$ cat src/source/debug_print_pkg.sv
// Shared types for the debug print channel.
package debug_print_pkg;

    // ~~~~~~~~~~~~~~~~~~~~~~~~~~~~~~~~~~~~~~~~
    // Request encoding
    // ~~~~~~~~~~~~~~~~~~~~~~~~~~~~~~~~~~~~~~~~

    // Selects how much of the value goes out on the line.
    typedef enum logic {
        print_byte = 1'b0,  // Bits 7:0 only.
        print_word = 1'b1   // All four bytes, most significant first.
    } print_kind_e;

    // One print request as seen by the serializer.
    typedef struct packed {
        print_kind_e kind;
        logic [31:0] data;
    } print_req_t;

    // ~~~~~~~~~~~~~~~~~~~~~~~~~~~~~~~~~~~~~~~~
    // Sizes
    // ~~~~~~~~~~~~~~~~~~~~~~~~~~~~~~~~~~~~~~~~

    // Number of bytes sent for a word print.
    localparam int BYTES_PER_WORD = 4;

endpackage

$ cat src/source/print_serializer.sv
`timescale 1ns/1ps

module print_serializer (
    input  logic                        clk,
    input  logic                        rst,
    input  logic                        req,
    input  debug_print_pkg::print_req_t req_info,
    input  logic                        tx_rdy,
    output logic                        tx_vld,
    output logic [7:0]                  tx_byte,
    output logic                        ack,
    output logic                        busy
);

    // Wide enough to hold a full word count.
    localparam int CNT_W = $clog2(debug_print_pkg::BYTES_PER_WORD + 1);

    typedef enum logic [1:0] {
        idle,
        send,
        wait_frame,
        done
    } state_e;

    state_e                      state;
    logic                        req_q;
    logic                        req_rise;
    debug_print_pkg::print_req_t cap;
    logic [CNT_W-1:0]            byte_cnt;  // Bytes still to hand to the transmitter.

    // ~~~~~~~~~~~~~~~~~~~~~~~~~~~~~~~~~~~~~~~~
    // Request edge
    // ~~~~~~~~~~~~~~~~~~~~~~~~~~~~~~~~~~~~~~~~

    always_ff @(posedge clk or posedge rst) begin
        if (rst) begin
            req_q <= 1'b0;
        end else begin
            req_q <= req;
        end
    end

    assign req_rise = req & ~req_q;

    // The value is frozen here so later input changes cannot leak into the print.
    always_ff @(posedge clk) begin
        if (state == idle && req_rise) begin
            cap <= req_info;
        end
    end

    // ~~~~~~~~~~~~~~~~~~~~~~~~~~~~~~~~~~~~~~~~
    // Control FSM
    // ~~~~~~~~~~~~~~~~~~~~~~~~~~~~~~~~~~~~~~~~

    always_ff @(posedge clk or posedge rst) begin
        if (rst) begin
            state    <= idle;
            byte_cnt <= '0;
        end else begin
            case (state)
                idle: begin
                    if (req_rise) begin
                        state <= send;
                        if (req_info.kind == debug_print_pkg::print_word) begin
                            byte_cnt <= CNT_W'(debug_print_pkg::BYTES_PER_WORD);
                        end else begin
                            byte_cnt <= CNT_W'(1);
                        end
                    end
                end
                send: begin
                    if (tx_rdy) begin  // Byte is taken in this cycle.
                        state    <= wait_frame;
                        byte_cnt <= byte_cnt - 1'b1;
                    end
                end
                wait_frame: begin
                    // The transmitter drops ready one cycle after the strobe.
                    if (!tx_rdy) begin
                        state <= (byte_cnt == '0) ? done : send;
                    end
                end
                done: begin
                    if (tx_rdy) begin
                        state <= idle;
                    end
                end
                default: state <= idle;
            endcase
        end
    end

    // ~~~~~~~~~~~~~~~~~~~~~~~~~~~~~~~~~~~~~~~~
    // Outputs
    // ~~~~~~~~~~~~~~~~~~~~~~~~~~~~~~~~~~~~~~~~

    assign tx_vld = (state == send) && tx_rdy;
    assign ack    = (state == done) && tx_rdy;  // Last frame has left the line.
    assign busy   = (state != idle);

    // Count n selects byte n-1, so the highest byte goes first.
    always_comb begin
        tx_byte = cap.data[7:0];
        if (cap.kind == debug_print_pkg::print_word) begin
            for (int i = 0; i < debug_print_pkg::BYTES_PER_WORD; i++) begin
                if (byte_cnt == CNT_W'(i + 1)) begin
                    tx_byte = cap.data[8*i +: 8];
                end
            end
        end
    end

endmodule

$ cat src/source/uart_tx.sv
`timescale 1ns/1ps

module uart_tx #(
    parameter int CLKS_PER_BIT = 8
) (
    input  logic       clk,
    input  logic       rst,
    input  logic       tx_vld,
    input  logic [7:0] tx_byte,
    output logic       tx_rdy,
    output logic       txd
);

    localparam int BAUD_W = (CLKS_PER_BIT > 1) ? $clog2(CLKS_PER_BIT) : 1;
    localparam int FRAME_BITS = 10;  // Start, eight data, stop.

    logic [FRAME_BITS-1:0] frame;
    logic [BAUD_W-1:0]     baud_cnt;
    logic [3:0]            bit_cnt;
    logic                  active;
    logic                  bit_end;

    assign bit_end = (baud_cnt == BAUD_W'(CLKS_PER_BIT - 1));

    // ~~~~~~~~~~~~~~~~~~~~~~~~~~~~~~~~~~~~~~~~
    // Frame shifter
    // ~~~~~~~~~~~~~~~~~~~~~~~~~~~~~~~~~~~~~~~~

    always_ff @(posedge clk or posedge rst) begin
        if (rst) begin
            frame    <= '1;  // Line idles high.
            baud_cnt <= '0;
            bit_cnt  <= '0;
            active   <= 1'b0;
        end else if (!active) begin
            if (tx_vld) begin
                // Bit 0 goes out first, so the start bit sits at the bottom.
                frame    <= {1'b1, tx_byte, 1'b0};
                baud_cnt <= '0;
                bit_cnt  <= '0;
                active   <= 1'b1;
            end
        end else if (bit_end) begin
            baud_cnt <= '0;
            frame    <= {1'b1, frame[FRAME_BITS-1:1]};  // Ones fill in behind the stop bit.
            if (bit_cnt == 4'(FRAME_BITS - 1)) begin
                active <= 1'b0;
            end else begin
                bit_cnt <= bit_cnt + 1'b1;
            end
        end else begin
            baud_cnt <= baud_cnt + 1'b1;
        end
    end

    // ~~~~~~~~~~~~~~~~~~~~~~~~~~~~~~~~~~~~~~~~
    // Outputs
    // ~~~~~~~~~~~~~~~~~~~~~~~~~~~~~~~~~~~~~~~~

    assign tx_rdy = ~active;
    assign txd    = frame[0];

endmodule

$ cat src/source/debug_print_top.sv
`timescale 1ns/1ps

module debug_print_top #(
    parameter int CLKS_PER_BIT = 8
) (
    input  logic                         clk,
    input  logic                         rst,
    input  logic                         req,
    input  debug_print_pkg::print_kind_e kind,
    input  logic [31:0]                  data,
    output logic                         txd,
    output logic                         ack,
    output logic                         busy
);

    debug_print_pkg::print_req_t req_info;
    logic                        tx_vld;
    logic [7:0]                  tx_byte;
    logic                        tx_rdy;

    assign req_info = '{kind: kind, data: data};

    // ~~~~~~~~~~~~~~~~~~~~~~~~~~~~~~~~~~~~~~~~
    // Request to byte stream
    // ~~~~~~~~~~~~~~~~~~~~~~~~~~~~~~~~~~~~~~~~

    print_serializer print_serializer_inst (
        .clk      (clk),
        .rst      (rst),
        .req      (req),
        .req_info (req_info),
        .tx_rdy   (tx_rdy),
        .tx_vld   (tx_vld),
        .tx_byte  (tx_byte),
        .ack      (ack),
        .busy     (busy)
    );

    // Byte stream to serial line.
    uart_tx #(
        .CLKS_PER_BIT (CLKS_PER_BIT)
    ) uart_tx_inst (
        .clk     (clk),
        .rst     (rst),
        .tx_vld  (tx_vld),
        .tx_byte (tx_byte),
        .tx_rdy  (tx_rdy),
        .txd     (txd)
    );

endmodule

$ cat config.mk
export PLATFORM = sky130hd
export DESIGN_NAME = debug_print_top
export DESIGN_NICKNAME = d
export VERILOG_FILES = /design/src/source/debug_print_pkg.sv /design/src/source/print_serializer.sv /design/src/source/uart_tx.sv /design/src/source/debug_print_top.sv
export SDC_FILE = /design/constraint.sdc
export NUM_CORES = 1
export LEC_CHECK = 0
export BUFFER_PORTS_ARGS = -buffer_cell sky130_fd_sc_hd__buf_2
export CAP_MARGIN = 20
export CORE_MARGIN = 3
export CORE_UTILIZATION = 54
export CTS_BUF_LIST = sky130_fd_sc_hd__clkbuf_16
export DETAILED_ROUTE_END_ITERATION = 8
export HOLD_SLACK_MARGIN = 0.06
export PLACE_DENSITY_LB_ADDON = 0.25
export SLEW_MARGIN = 20
export SYNTH_ARGS = -nofsm -noshare
export SYNTH_HDL_FRONTEND = slang
export SYNTH_SLANG_ARGS = --single-unit
export TNS_END_PERCENT = 50
$ cat constraint.sdc
create_clock -name clk -period 4.91 [get_ports clk]
set_clock_uncertainty 0.15 [all_clocks]
set_input_delay 0.7365 -clock clk [delete_from_list [all_inputs] [get_ports clk]]
set_output_delay 0.7365 -clock clk [all_outputs]
set_load 0.05 [all_outputs]
==> results of run 1 <==
==> through the flow <==
stage,hold slack [ns],area [sq um],instances,total power [uW],setup WS [ns]
6_report,0.339,2920,297,1490,2.41
4_1_cts,0.338,2920,297,1500,2.40
3_3_place_gp,0.317,2780,289,1140,2.74
2_1_floorplan,0.307,2550,205,1040,0.814
5_1_grt,0.407,2920,297,1600,2.31
3_5_place_dp,0.327,2780,289,1150,2.70
==> layer usage <==
layer	wire [microns]	vias up	part of all wire, %
met5	0	-	0
met4	69	0	1.5
met3	266	5	5.7
met2	2240	56	48
met1	2060	830	44
li1	-	841	-
==> power groups by stage <==
stage	Clock, uW	Combinational (uW)	Sequential, uW
after floorplan	0	344	698
after global placement	0	428	713
after detailed placement	0	439	715
after CTS	352	441	706
after global routing	377	502	721
final	345	438	708
==> cell usage after synthesis (2+ instances only) <==
master     n
edfxtp_1  33
o21ai_0   24
nand2_1   22
dfrtp_1   14
nor2_1    12
a21oi_1   11
a22oi_1    9
dfstp_2    9
ha_1       8
inv_1      8
a211o_1    7
a21oi_2    5
a311oi_2   5
nand3_1    4
a21o_1     2
a311oi_1   2
buf_6      2
clkbuf_1   2
nand3b_1   2
nor3b_2    2
o21ai_1    2
xor2_1     2
==> state kept, by name (all words and copies together) (netlist names) <==
register / flops
print_serializer_inst.byte_cnt: 3
print_serializer_inst.cap: 33
print_serializer_inst.req_q: 1
print_serializer_inst.state: 2
uart_tx_inst.active: 1
uart_tx_inst.baud_cnt: 3
uart_tx_inst.bit_cnt: 4
uart_tx_inst.frame: 9
==> final cells by class <==
| class | instances | area share, % |
|---|---|---|
| well taps | 52 | 2.23 |
| multi-input cells | 134 | 31.0 |
| clock buffers | 5 | 4.29 |
| clock inverters | 3 | 0.600 |
| flip-flops and latches | 56 | 54.1 |
| repair buffers | 39 | 6.78 |
| inverters | 8 | 1.03 |
==> cell families (layout without fill, tap and decap cells) <==
logic type	Yosys count	after routing	synth area share [%]
and+or+nand+nor	51	51	10.1
AOI/OAI and AO/OA	73	73	20.5
adders and majority gates	8	8	3.92
DFF	56	56	61.8
buffers and inverters	15	55	3.04
xor gates and xnor gates	2	2	0.686
==> final timing paths <==
path	start	endpoint	slack (ns)	cells past startpoint
setup / recovery	uart_tx_inst.active	ack	2.41	3
hold / removal	uart_tx_inst.frame[1]	uart_tx_inst.frame[0]	0.34	2
setup reg to reg	uart_tx_inst.active	uart_tx_inst.frame[6]	2.70	4
hold reg to reg	uart_tx_inst.frame[1]	uart_tx_inst.frame[0]	0.34	2
max in group asynchronous	rst	print_serializer_inst.byte_cnt[1]	3.61	2
min in group asynchronous	rst	uart_tx_inst.baud_cnt[1]	0.47	2
==> critical path: stages, from the launching register on <==
cell and delay, ns:
dfrtp_1 0.59, or2b_1 0.37, nor2_1 0.10, buf_2 0.27
==> flow_metrics.tcl, run 1 <==
set metrics [dict create \
    multiInputGateArea_sq_um 905 \
    avgSynthCellArea_sq_um 12.5 \
    layout_min_cycle_time_ns 2.50 \
    hold_viol 0 \
    root_buffer "clkbuf_16" \
    synth_seq_cells 56 \
    synth_seq_area_share_pct 61.8 \
    fillers 345 \
    die_y_microns 74.8 \
    drive_above_1_share_pct 29.8 \
    final_util_pct 65.2 \
    core_sq_um 4470 \
    nets 288 \
    p_sw_uw 509 \
    setup_viol 0 \
    grtUsageMet3_pct 4.01 \
    crit_arrival_ns 1.61 \
    power.internal_uw 983 \
    synth_largest_area_cell "edfxtp_1" \
    drv_slew 0 \
    clockBufferDepth 2 \
    layout_common_cells "buf_2 (38), edfxtp_1 (33), o21ai_0 (24)" \
    synth_area_leaders "edfxtp_1 (39%), dfrtp_1 (14%), dfstp_2 (9.3%)" \
    drc_errors 0 \
    ys.flop_type "edfxtp_1" \
    worst_setup_path_start_kind "flip-flop" \
    netSwitchingFraction_pct 34.1 \
    grt_pass1_vias 1642 \
    finalSetupTns_ns 0 \
    via_count 1732 \
    post_drt_wl_per_cell_microns 15.6 \
    first_pass_iters 4 \
    cts_buffers 5 \
    vdd_ir_drop_max_uv 289 \
    p_comb_share_pct 29.4 \
    grt.total_usage_pct 18.6 \
    rsz0062_at_grt "no" \
    syn_area_sq_um 2550 \
    layout.cells.most_common "buf_2" \
    cts_resized 0 \
    critical_path.endpoint_type "output pin" \
    synth_top_area_share_pct 38.8 \
    tightestPinTransition_ns 0.996 \
    synthArstFlopShare_pct 41.1 \
    antenna_found_initial 0 \
    ios 39 \
    clk_pin_slew_ns 0.07 \
    grt_overflow 0 \
    critPathKind "flip-flop to output pin" \
    cts_sinks 56 \
    drv_cap 0 \
    postRouteAntennaNets 0 \
    clkPwrFrac_pct 23.2 \
    cts_tree "done" \
    hp-class "flip-flop to flip-flop" \
    drt_iter0_markers 146 \
    ctsHoldBuffers 0 \
    rows 24 \
    synth.distinct_cells 40 \
    worstPathRequired_ns 4.02 \
    h-tree-depth 2 \
    fin_crit_sh_pct 50.9 \
    port_buffers 38 \
    start_util_pct 57.1 \
    power_density_nw_per_um2 511 \
    vias_per_cell 5.83 \
    clk_latency_ns 0.29 \
    wl_microns 4630 \
    yosys_warnings 0 \
    die_x_microns 74.8 \
    die-area_sq_um 5590 \
    synthCells 205 \
    fmax_ghz 0.400 \
    syn_nets 249 \
    crit_fanout 20 \
    syn_to_final_growth_pct 14.2 \
    grt_pass1_wl_microns 7690 \
    gp_congestion 0.817 \
    power_leakage_uw 0.00116 \
    grt_max_degree 35 \
    diodes 0 \
    outcome "finished clean" \
    dp_hpwl_microns 3130 \
    post_cts_buffers 0 \
    top_usage_layer "met2" \
    p_seq_share_pct 47.5 \
    register_area_sq_um 1580 \
    slew_headroom_pct 33.3 \
    grtUsageMet2_pct 30.3 \
    synth_edf_count 33 \
    gr-usage-met1_pct 25.0 \
]
No activity file was read; power rests on OpenSTA's default activity.
==> inputs of run 2 (changes only) <==
- ABC_AREA: unset -> 1
- CORE_UTILIZATION: 54 -> 51
- clock period: 4.91 -> 2.05 ns (I/O delays scaled with it)
==> run 2 against run 1 <==
  * Synthesized cell count rose by 40%
  * Utilization rose by 4.5 points
  * Critical path type is now flip-flop to flip-flop
  * First-iteration DRC count fell by 33%
  * Final cell count rose by 45%
  * Flip-flop and latch count did not move
  * Routed wire length rose by 15%
  * Critical endpoint is now uart_tx_inst.bit_cnt[3]
  * Non-clock buffer count rose by 37
  * Critical path depth rose by 4
==> flow_metrics.tcl, run 2 <==
set metrics [dict create \
    fin_crit_sh_pct 85.7 \
    worstPathRequired_ns 2.12 \
    syn_nets 331 \
    rows 25 \
    vias_per_cell 4.87 \
    synth_largest_area_cell "edfxtp_1" \
    cts_tree "done" \
    h-tree-depth 2 \
    drive_above_1_share_pct 16.5 \
    post_drt_wl_per_cell_microns 12.3 \
    die_y_microns 77.7 \
    via_count 2101 \
    hold-worst-slack_ns 0.0684 \
    syn_area_sq_um 2630 \
    synth_top_area_share_pct 37.8 \
    outcome "finished clean" \
    synth.most_common_cell "nand2_1" \
    hp-class "primary input to flip-flop" \
    synthArstFlopShare_pct 41.1 \
    ys_top_cells_by_count "nand2_1 (90), inv_1 (37), edfxtp_1 (33), nand3_1 (28), nor2_1 (27)" \
    worst_setup_path_start_kind "flip-flop" \
    drv_slew 0 \
    rsz0062_at_grt "no" \
    finalSetupTns_ns 0 \
    postRouteAntennaNets 0 \
    slew_headroom_pct 65.4 \
    root_buffer "clkbuf_16" \
    synth.distinct_cells 23 \
    nets 407 \
    grt_pass1_wl_microns 9430 \
    port_buffers 38 \
    layout_min_cycle_time_ns 1.76 \
    synth_seq_area_share_pct 60.1 \
    tightestPinTransition_ns 0.518 \
    largest_reg_flops 33 \
    ios 39 \
    power_density_nw_per_um2 1020 \
    grt_pass1_vias 2086 \
    setup_viol 0 \
    drt_iter0_markers 98 \
    cts_resized 0 \
    yosys_warnings 0 \
    p_total_uw 3440 \
    vdd_ir_drop_max_uv 470 \
    grt_max_degree 34 \
    place_ws_ns 0.283 \
    synthCells 287 \
    critical_path.endpoint_type "flip-flop" \
    cts_sinks 56 \
    crit_arrival_ns 1.82 \
    grt_overflow 0 \
    synth_edf_count 33 \
    die-area_sq_um 6040 \
    clk_pin_slew_ns 0.07 \
    register_area_sq_um 1580 \
    avgSynthCellArea_sq_um 9.15 \
    synth_seq_cells 56 \
    hold_viol 0 \
    drc_errors 0 \
    multiInputGateArea_sq_um 861 \
    ys.flop_type "edfxtp_1" \
    layout_common_cells "nand2_1 (90), inv_1 (38), buf_2 (38)" \
    syn_to_final_growth_pct 28.8 \
    first_pass_iters 5 \
    core_sq_um 4850 \
    drv_cap 0 \
    synth_area_leaders "edfxtp_1 (38%), dfrtp_1 (13%), nand2_1 (13%)" \
    largest-register "print_serializer_inst.cap" \
    fmax_ghz 0.569 \
    fillers 360 \
    critPathKind "flip-flop to flip-flop" \
    wl_microns 5300 \
    power_leakage_uw 0.00162 \
    top_regs "print_serializer_inst.cap: 33 flops, uart_tx_inst.frame: 9 flops, uart_tx_inst.bit_cnt: 4 flops" \
    diodes 0 \
    clk_latency_ns 0.29 \
    start_util_pct 54.1 \
    grt.total_usage_pct 19.8 \
    crit_fanout 9 \
    die_x_microns 77.7 \
    gp_congestion 0.818 \
    antenna_found_initial 0 \
    cts_buffers 5 \
    clockBufferDepth 2 \
    dp_hpwl_microns 3420 \
    layout.cells.most_common "nand2_1" \
    fin_ws_ns 0.292 \
]
[run 2: layer usage]
layer | wire length (microns) | track usage (%)
met5 | 0 | 0
met4 | 78 | 5.69
met3 | 289 | 4.64
met2 | 2730 | 35.4
met1 | 2200 | 23.8
[run 2: area by class of cell]
| class | instances | area share (%) |
|---|---|---|
| clock inverters | 3 | 0.333 |
| inverters | 40 | 4.44 |
| clock buffers | 5 | 3.70 |
| multi-input cells | 184 | 25.5 |
| repair buffers | 76 | 16.9 |
| well taps | 67 | 2.48 |
| flip-flops and latches | 56 | 46.7 |
[run 2: final timing paths]
| path | end | slack (ns) | from | depth (start not counted) |
|---|---|---|---|---|
| min in group asynchronous | uart_tx_inst.baud_cnt[1] | 0.45 | rst | 4 |
| worst min register to register | uart_tx_inst.frame[4] | 0.32 | uart_tx_inst.frame[4] | 2 |
| worst max-delay path | uart_tx_inst.bit_cnt[3] | 0.29 | uart_tx_inst.baud_cnt[0] | 7 |
| worst max register to register | uart_tx_inst.bit_cnt[3] | 0.29 | uart_tx_inst.baud_cnt[0] | 7 |
| max in group asynchronous | uart_tx_inst.frame[4] | 1.02 | rst | 4 |
| worst min-delay path | print_serializer_inst.cap[32] | 0.07 | kind | 1 |
[run 2: worst max-delay path, stage by stage, from the launching register on]
cell      delay (ns)
dfrtp_1         0.39
ha_1            0.21
ha_1            0.20
nand2_1         0.13
clkinv_1        0.24
nand4_1         0.17
o21ai_0         0.08
a21oi_1         0.13
[run 2: power by group]
part / internal (uW) / total, uW / switching, uW
combinational: 421 / 1060 / 642
sequential: 1440 / 1570 / 132
clock: 441 / 805 / 364
total: 2300 / 3440 / 1140
[run 2: kinds of logic (layout without fill, tap and decap cells)]
kind of cell               Yosys count  count (layout)  share of synthesized area [%]
and+or+nand+nor                    148             148                           22.8
DFF                                 56              56                           60.1
buffers and inverters               47             124                           7.10
AOI/OAI and AO/OA                   27              27                           5.82
adders and majority gates            8               8                           3.81
xor gates and xnor gates             1               1                          0.334
[run 2: timing repair]
item / 4_1_cts / 5_1_grt
endpoints found under the hold margin: 47 / 0
hold buffers: 34 / 0
setup buffers: 0 / 0
[run 2: stage by stage]
stage,std cells,cell area [sq um],util (%)
after CTS,431,3380,69.8
after floorplan,287,2630,-
after global placement,389,2910,59.9
final,431,3380,69.8
after detailed placement,389,2910,59.9
after global routing,431,3380,69.8
==> inputs of run 3 (changes only) <==
- CORE_ASPECT_RATIO: unset -> 0.75
==> run 3 against run 2 <==
  * Final area hardly changed
  * Via count is 0.62% higher
  * Critical path depth stayed put
  * Hold slack better by 0.016 ns
  * Clock-buffer cell count stayed put
  * Register-to-register slack worse by 0.07 ns
  * Setup slack worse by 0.067 ns
  * First-iteration DRC count is 15% higher
  * Fmax is 3.7% lower
  * Sequential share of layout area hardly changed
  * Critical path type unchanged
  * Highest routed layer unchanged
==> flow_metrics.tcl, run 3 (synthesized netlist as in run 2, its figures left out) <==
set metrics [dict create \
    worstPathRequired_ns 2.11 \
    clk_latency_ns 0.29 \
    p_sw_uw 1160 \
    crit_buf_inv 1 \
    dpl_cell_area_sq_um 2900 \
    hold_viol 0 \
    rr_worst_depth 7 \
    critPathKind "flip-flop to flip-flop" \
    vias_per_cell 5.01 \
    via_count 2114 \
    layout_common_cells "nand2_1 (90), inv_1 (38), buf_2 (38)" \
    post_drt_wl_per_cell_microns 13.2 \
    drv_cap 0 \
    outcome "finished clean" \
    layout.cells.most_common "nand2_1" \
    layout_min_cycle_time_ns 1.82 \
    fmax_ghz 0.548 \
    grt_overflow 0 \
    cp.depth 7 \
    top_regs "print_serializer_inst.cap: 33 flops, uart_tx_inst.frame: 9 flops, uart_tx_inst.bit_cnt: 4 flops" \
    cts_sinks 56 \
    rows 21 \
    fin_crit_sh_pct 89.0 \
    crit_start "uart_tx_inst.baud_cnt[0]" \
    crit_path_frequent_cell "ha_1" \
    clockBufferDepth 2 \
    port_buffers 38 \
    antenna_found_initial 0 \
    crit_chain "ha_1 > ha_1 > nand2_1 > clkinv_1 > nand4_1 > o21ai_0 > a21oi_1" \
    grt_pass1_wl_microns 9580 \
    crit_arrival_ns 1.89 \
    place_ws_ns 0.258 \
    fin_ws_ns 0.226 \
    slew_headroom_pct 53.2 \
    postRouteAntennaNets 0 \
    drive_above_1_share_pct 16.7 \
    power_leakage_uw 0.00162 \
    max_stage_delay_ns 0.40 \
    power.internal_uw 2310 \
    largest_reg_flops 33 \
    worst_setup_path_start_kind "flip-flop" \
    die-area_sq_um 6050 \
    design_area_sq_um 3380 \
    critical_path.endpoint_type "flip-flop" \
    drc_errors 0 \
    setup_viol 0 \
    p_seq_share_pct 45.3 \
    clkPwrFrac_pct 23.4 \
    r2r-end "uart_tx_inst.bit_cnt[3]" \
    cts_tree "done" \
    cts_buffers 5 \
    tightestPinTransition_ns 0.702 \
    grt_max_degree 34 \
    crit_slowest_cell "dfrtp_1" \
    netSwitchingFraction_pct 33.5 \
    die_x_microns 88.8 \
    die_y_microns 68.1 \
    vdd_ir_drop_max_uv 466 \
    largest-register "print_serializer_inst.cap" \
    wl_microns 5560 \
    h-tree-depth 2 \
    hp-class "primary input to flip-flop" \
    syn_to_final_growth_pct 28.8 \
    ios 39 \
    finalSetupTns_ns 0 \
    start_util_pct 55.8 \
    crit_fanout 9 \
    drv_slew 0 \
    grt_pass1_vias 2122 \
    reg2reg_slack_ns 0.23 \
    first_pass_iters 4 \
    power_density_nw_per_um2 1030 \
    root_buffer "clkbuf_16" \
    gp_congestion 0.869 \
    path_delay_family "adder cells" \
    nets 408 \
    final_util_pct 71.9 \
    p_comb_share_pct 31.3 \
    rsz0062_at_grt "no" \
    diodes 0 \
    drt_iter0_markers 113 \
    clk_pin_slew_ns 0.07 \
    r2r_start "uart_tx_inst.baud_cnt[0]" \
    dp_hpwl_microns 3550 \
    grt.total_usage_pct 21.1 \
    core_sq_um 4700 \
    crit_end "uart_tx_inst.bit_cnt[3]" \
]
[run 3: cell types whose count changed in the layout (fill, tap and decap cells not counted)]
cell	change
buf_4	+1
clkinvlp_4	+1
inv_2	-1
[run 3: through the flow]
| stage | total power [uW] | hold slack [ns] | std cells |
|---|---|---|---|
| after floorplan | 2370 | 0.153 | 287 |
| after global placement | 2580 | 0.292 | 380 |
| after detailed placement | 2620 | 0.301 | 380 |
| after CTS | 3480 | 0.0824 | 422 |
| after global routing | 3740 | 0.0795 | 422 |
| final | 3470 | 0.0842 | 422 |
[run 3: worst reg2reg max path, delay by kind of cell, from the launching register on]
family	cells	cell delay, ns
DFF	1	0.40
AOI/OAI and AO/OA	2	0.21
buffers and inverters	1	0.26
and+or+nand+nor	2	0.31
adders and majority gates	2	0.41
[run 3: power by group through the flow]
stage | Clock (uW) | Combinational, uW | Sequential, uW
2_1_floorplan | 0 | 776 | 1600
3_3_place_gp | 0 | 993 | 1580
3_5_place_dp | 0 | 1030 | 1590
4_1_cts | 826 | 1090 | 1570
5_1_grt | 883 | 1270 | 1590
6_report | 810 | 1080 | 1570
[run 3: how the worst min path moves through the flow]
| stage | cells past startpoint | startpoint | to | slack [ns] |
|---|---|---|---|---|
| after floorplan | 1 | rst | print_serializer_inst.byte_cnt[0] | 0.15 |
| after global placement | 2 | rst | print_serializer_inst.req_q | 0.29 |
| after detailed placement | 1 | req | print_serializer_inst.req_q | 0.30 |
| after CTS | 1 | kind | print_serializer_inst.cap[32] | 0.08 |
| after global routing | 1 | kind | print_serializer_inst.cap[32] | 0.08 |
| final | 1 | kind | print_serializer_inst.cap[32] | 0.08 |
[run 3: layout make-up]
cell class,count,area (sq um)
Sequential cell,56,1580
Fill cell,327,1320
Multi-Input combinational cell,184,861
Timing Repair Buffer,77,581
Inverter,40,150
Clock buffer,5,125
Tap cell,57,71.3
Clock inverter,3,15.0
[run 3: what timing repair did]
action,CTS,global route
buffers inserted,0,0
hold endpoints to repair,47,0
hold buffers,34,0
resized for setup,0,0
[run 3: metal layers]
metal	global-route usage (%)	part of all wire, %	up-vias
met1	26.1	44	972
li1	-	-	1071
met4	6.04	1.9	0
met3	4.21	4.7	11
met5	0	0	-
met2	37.6	49	60
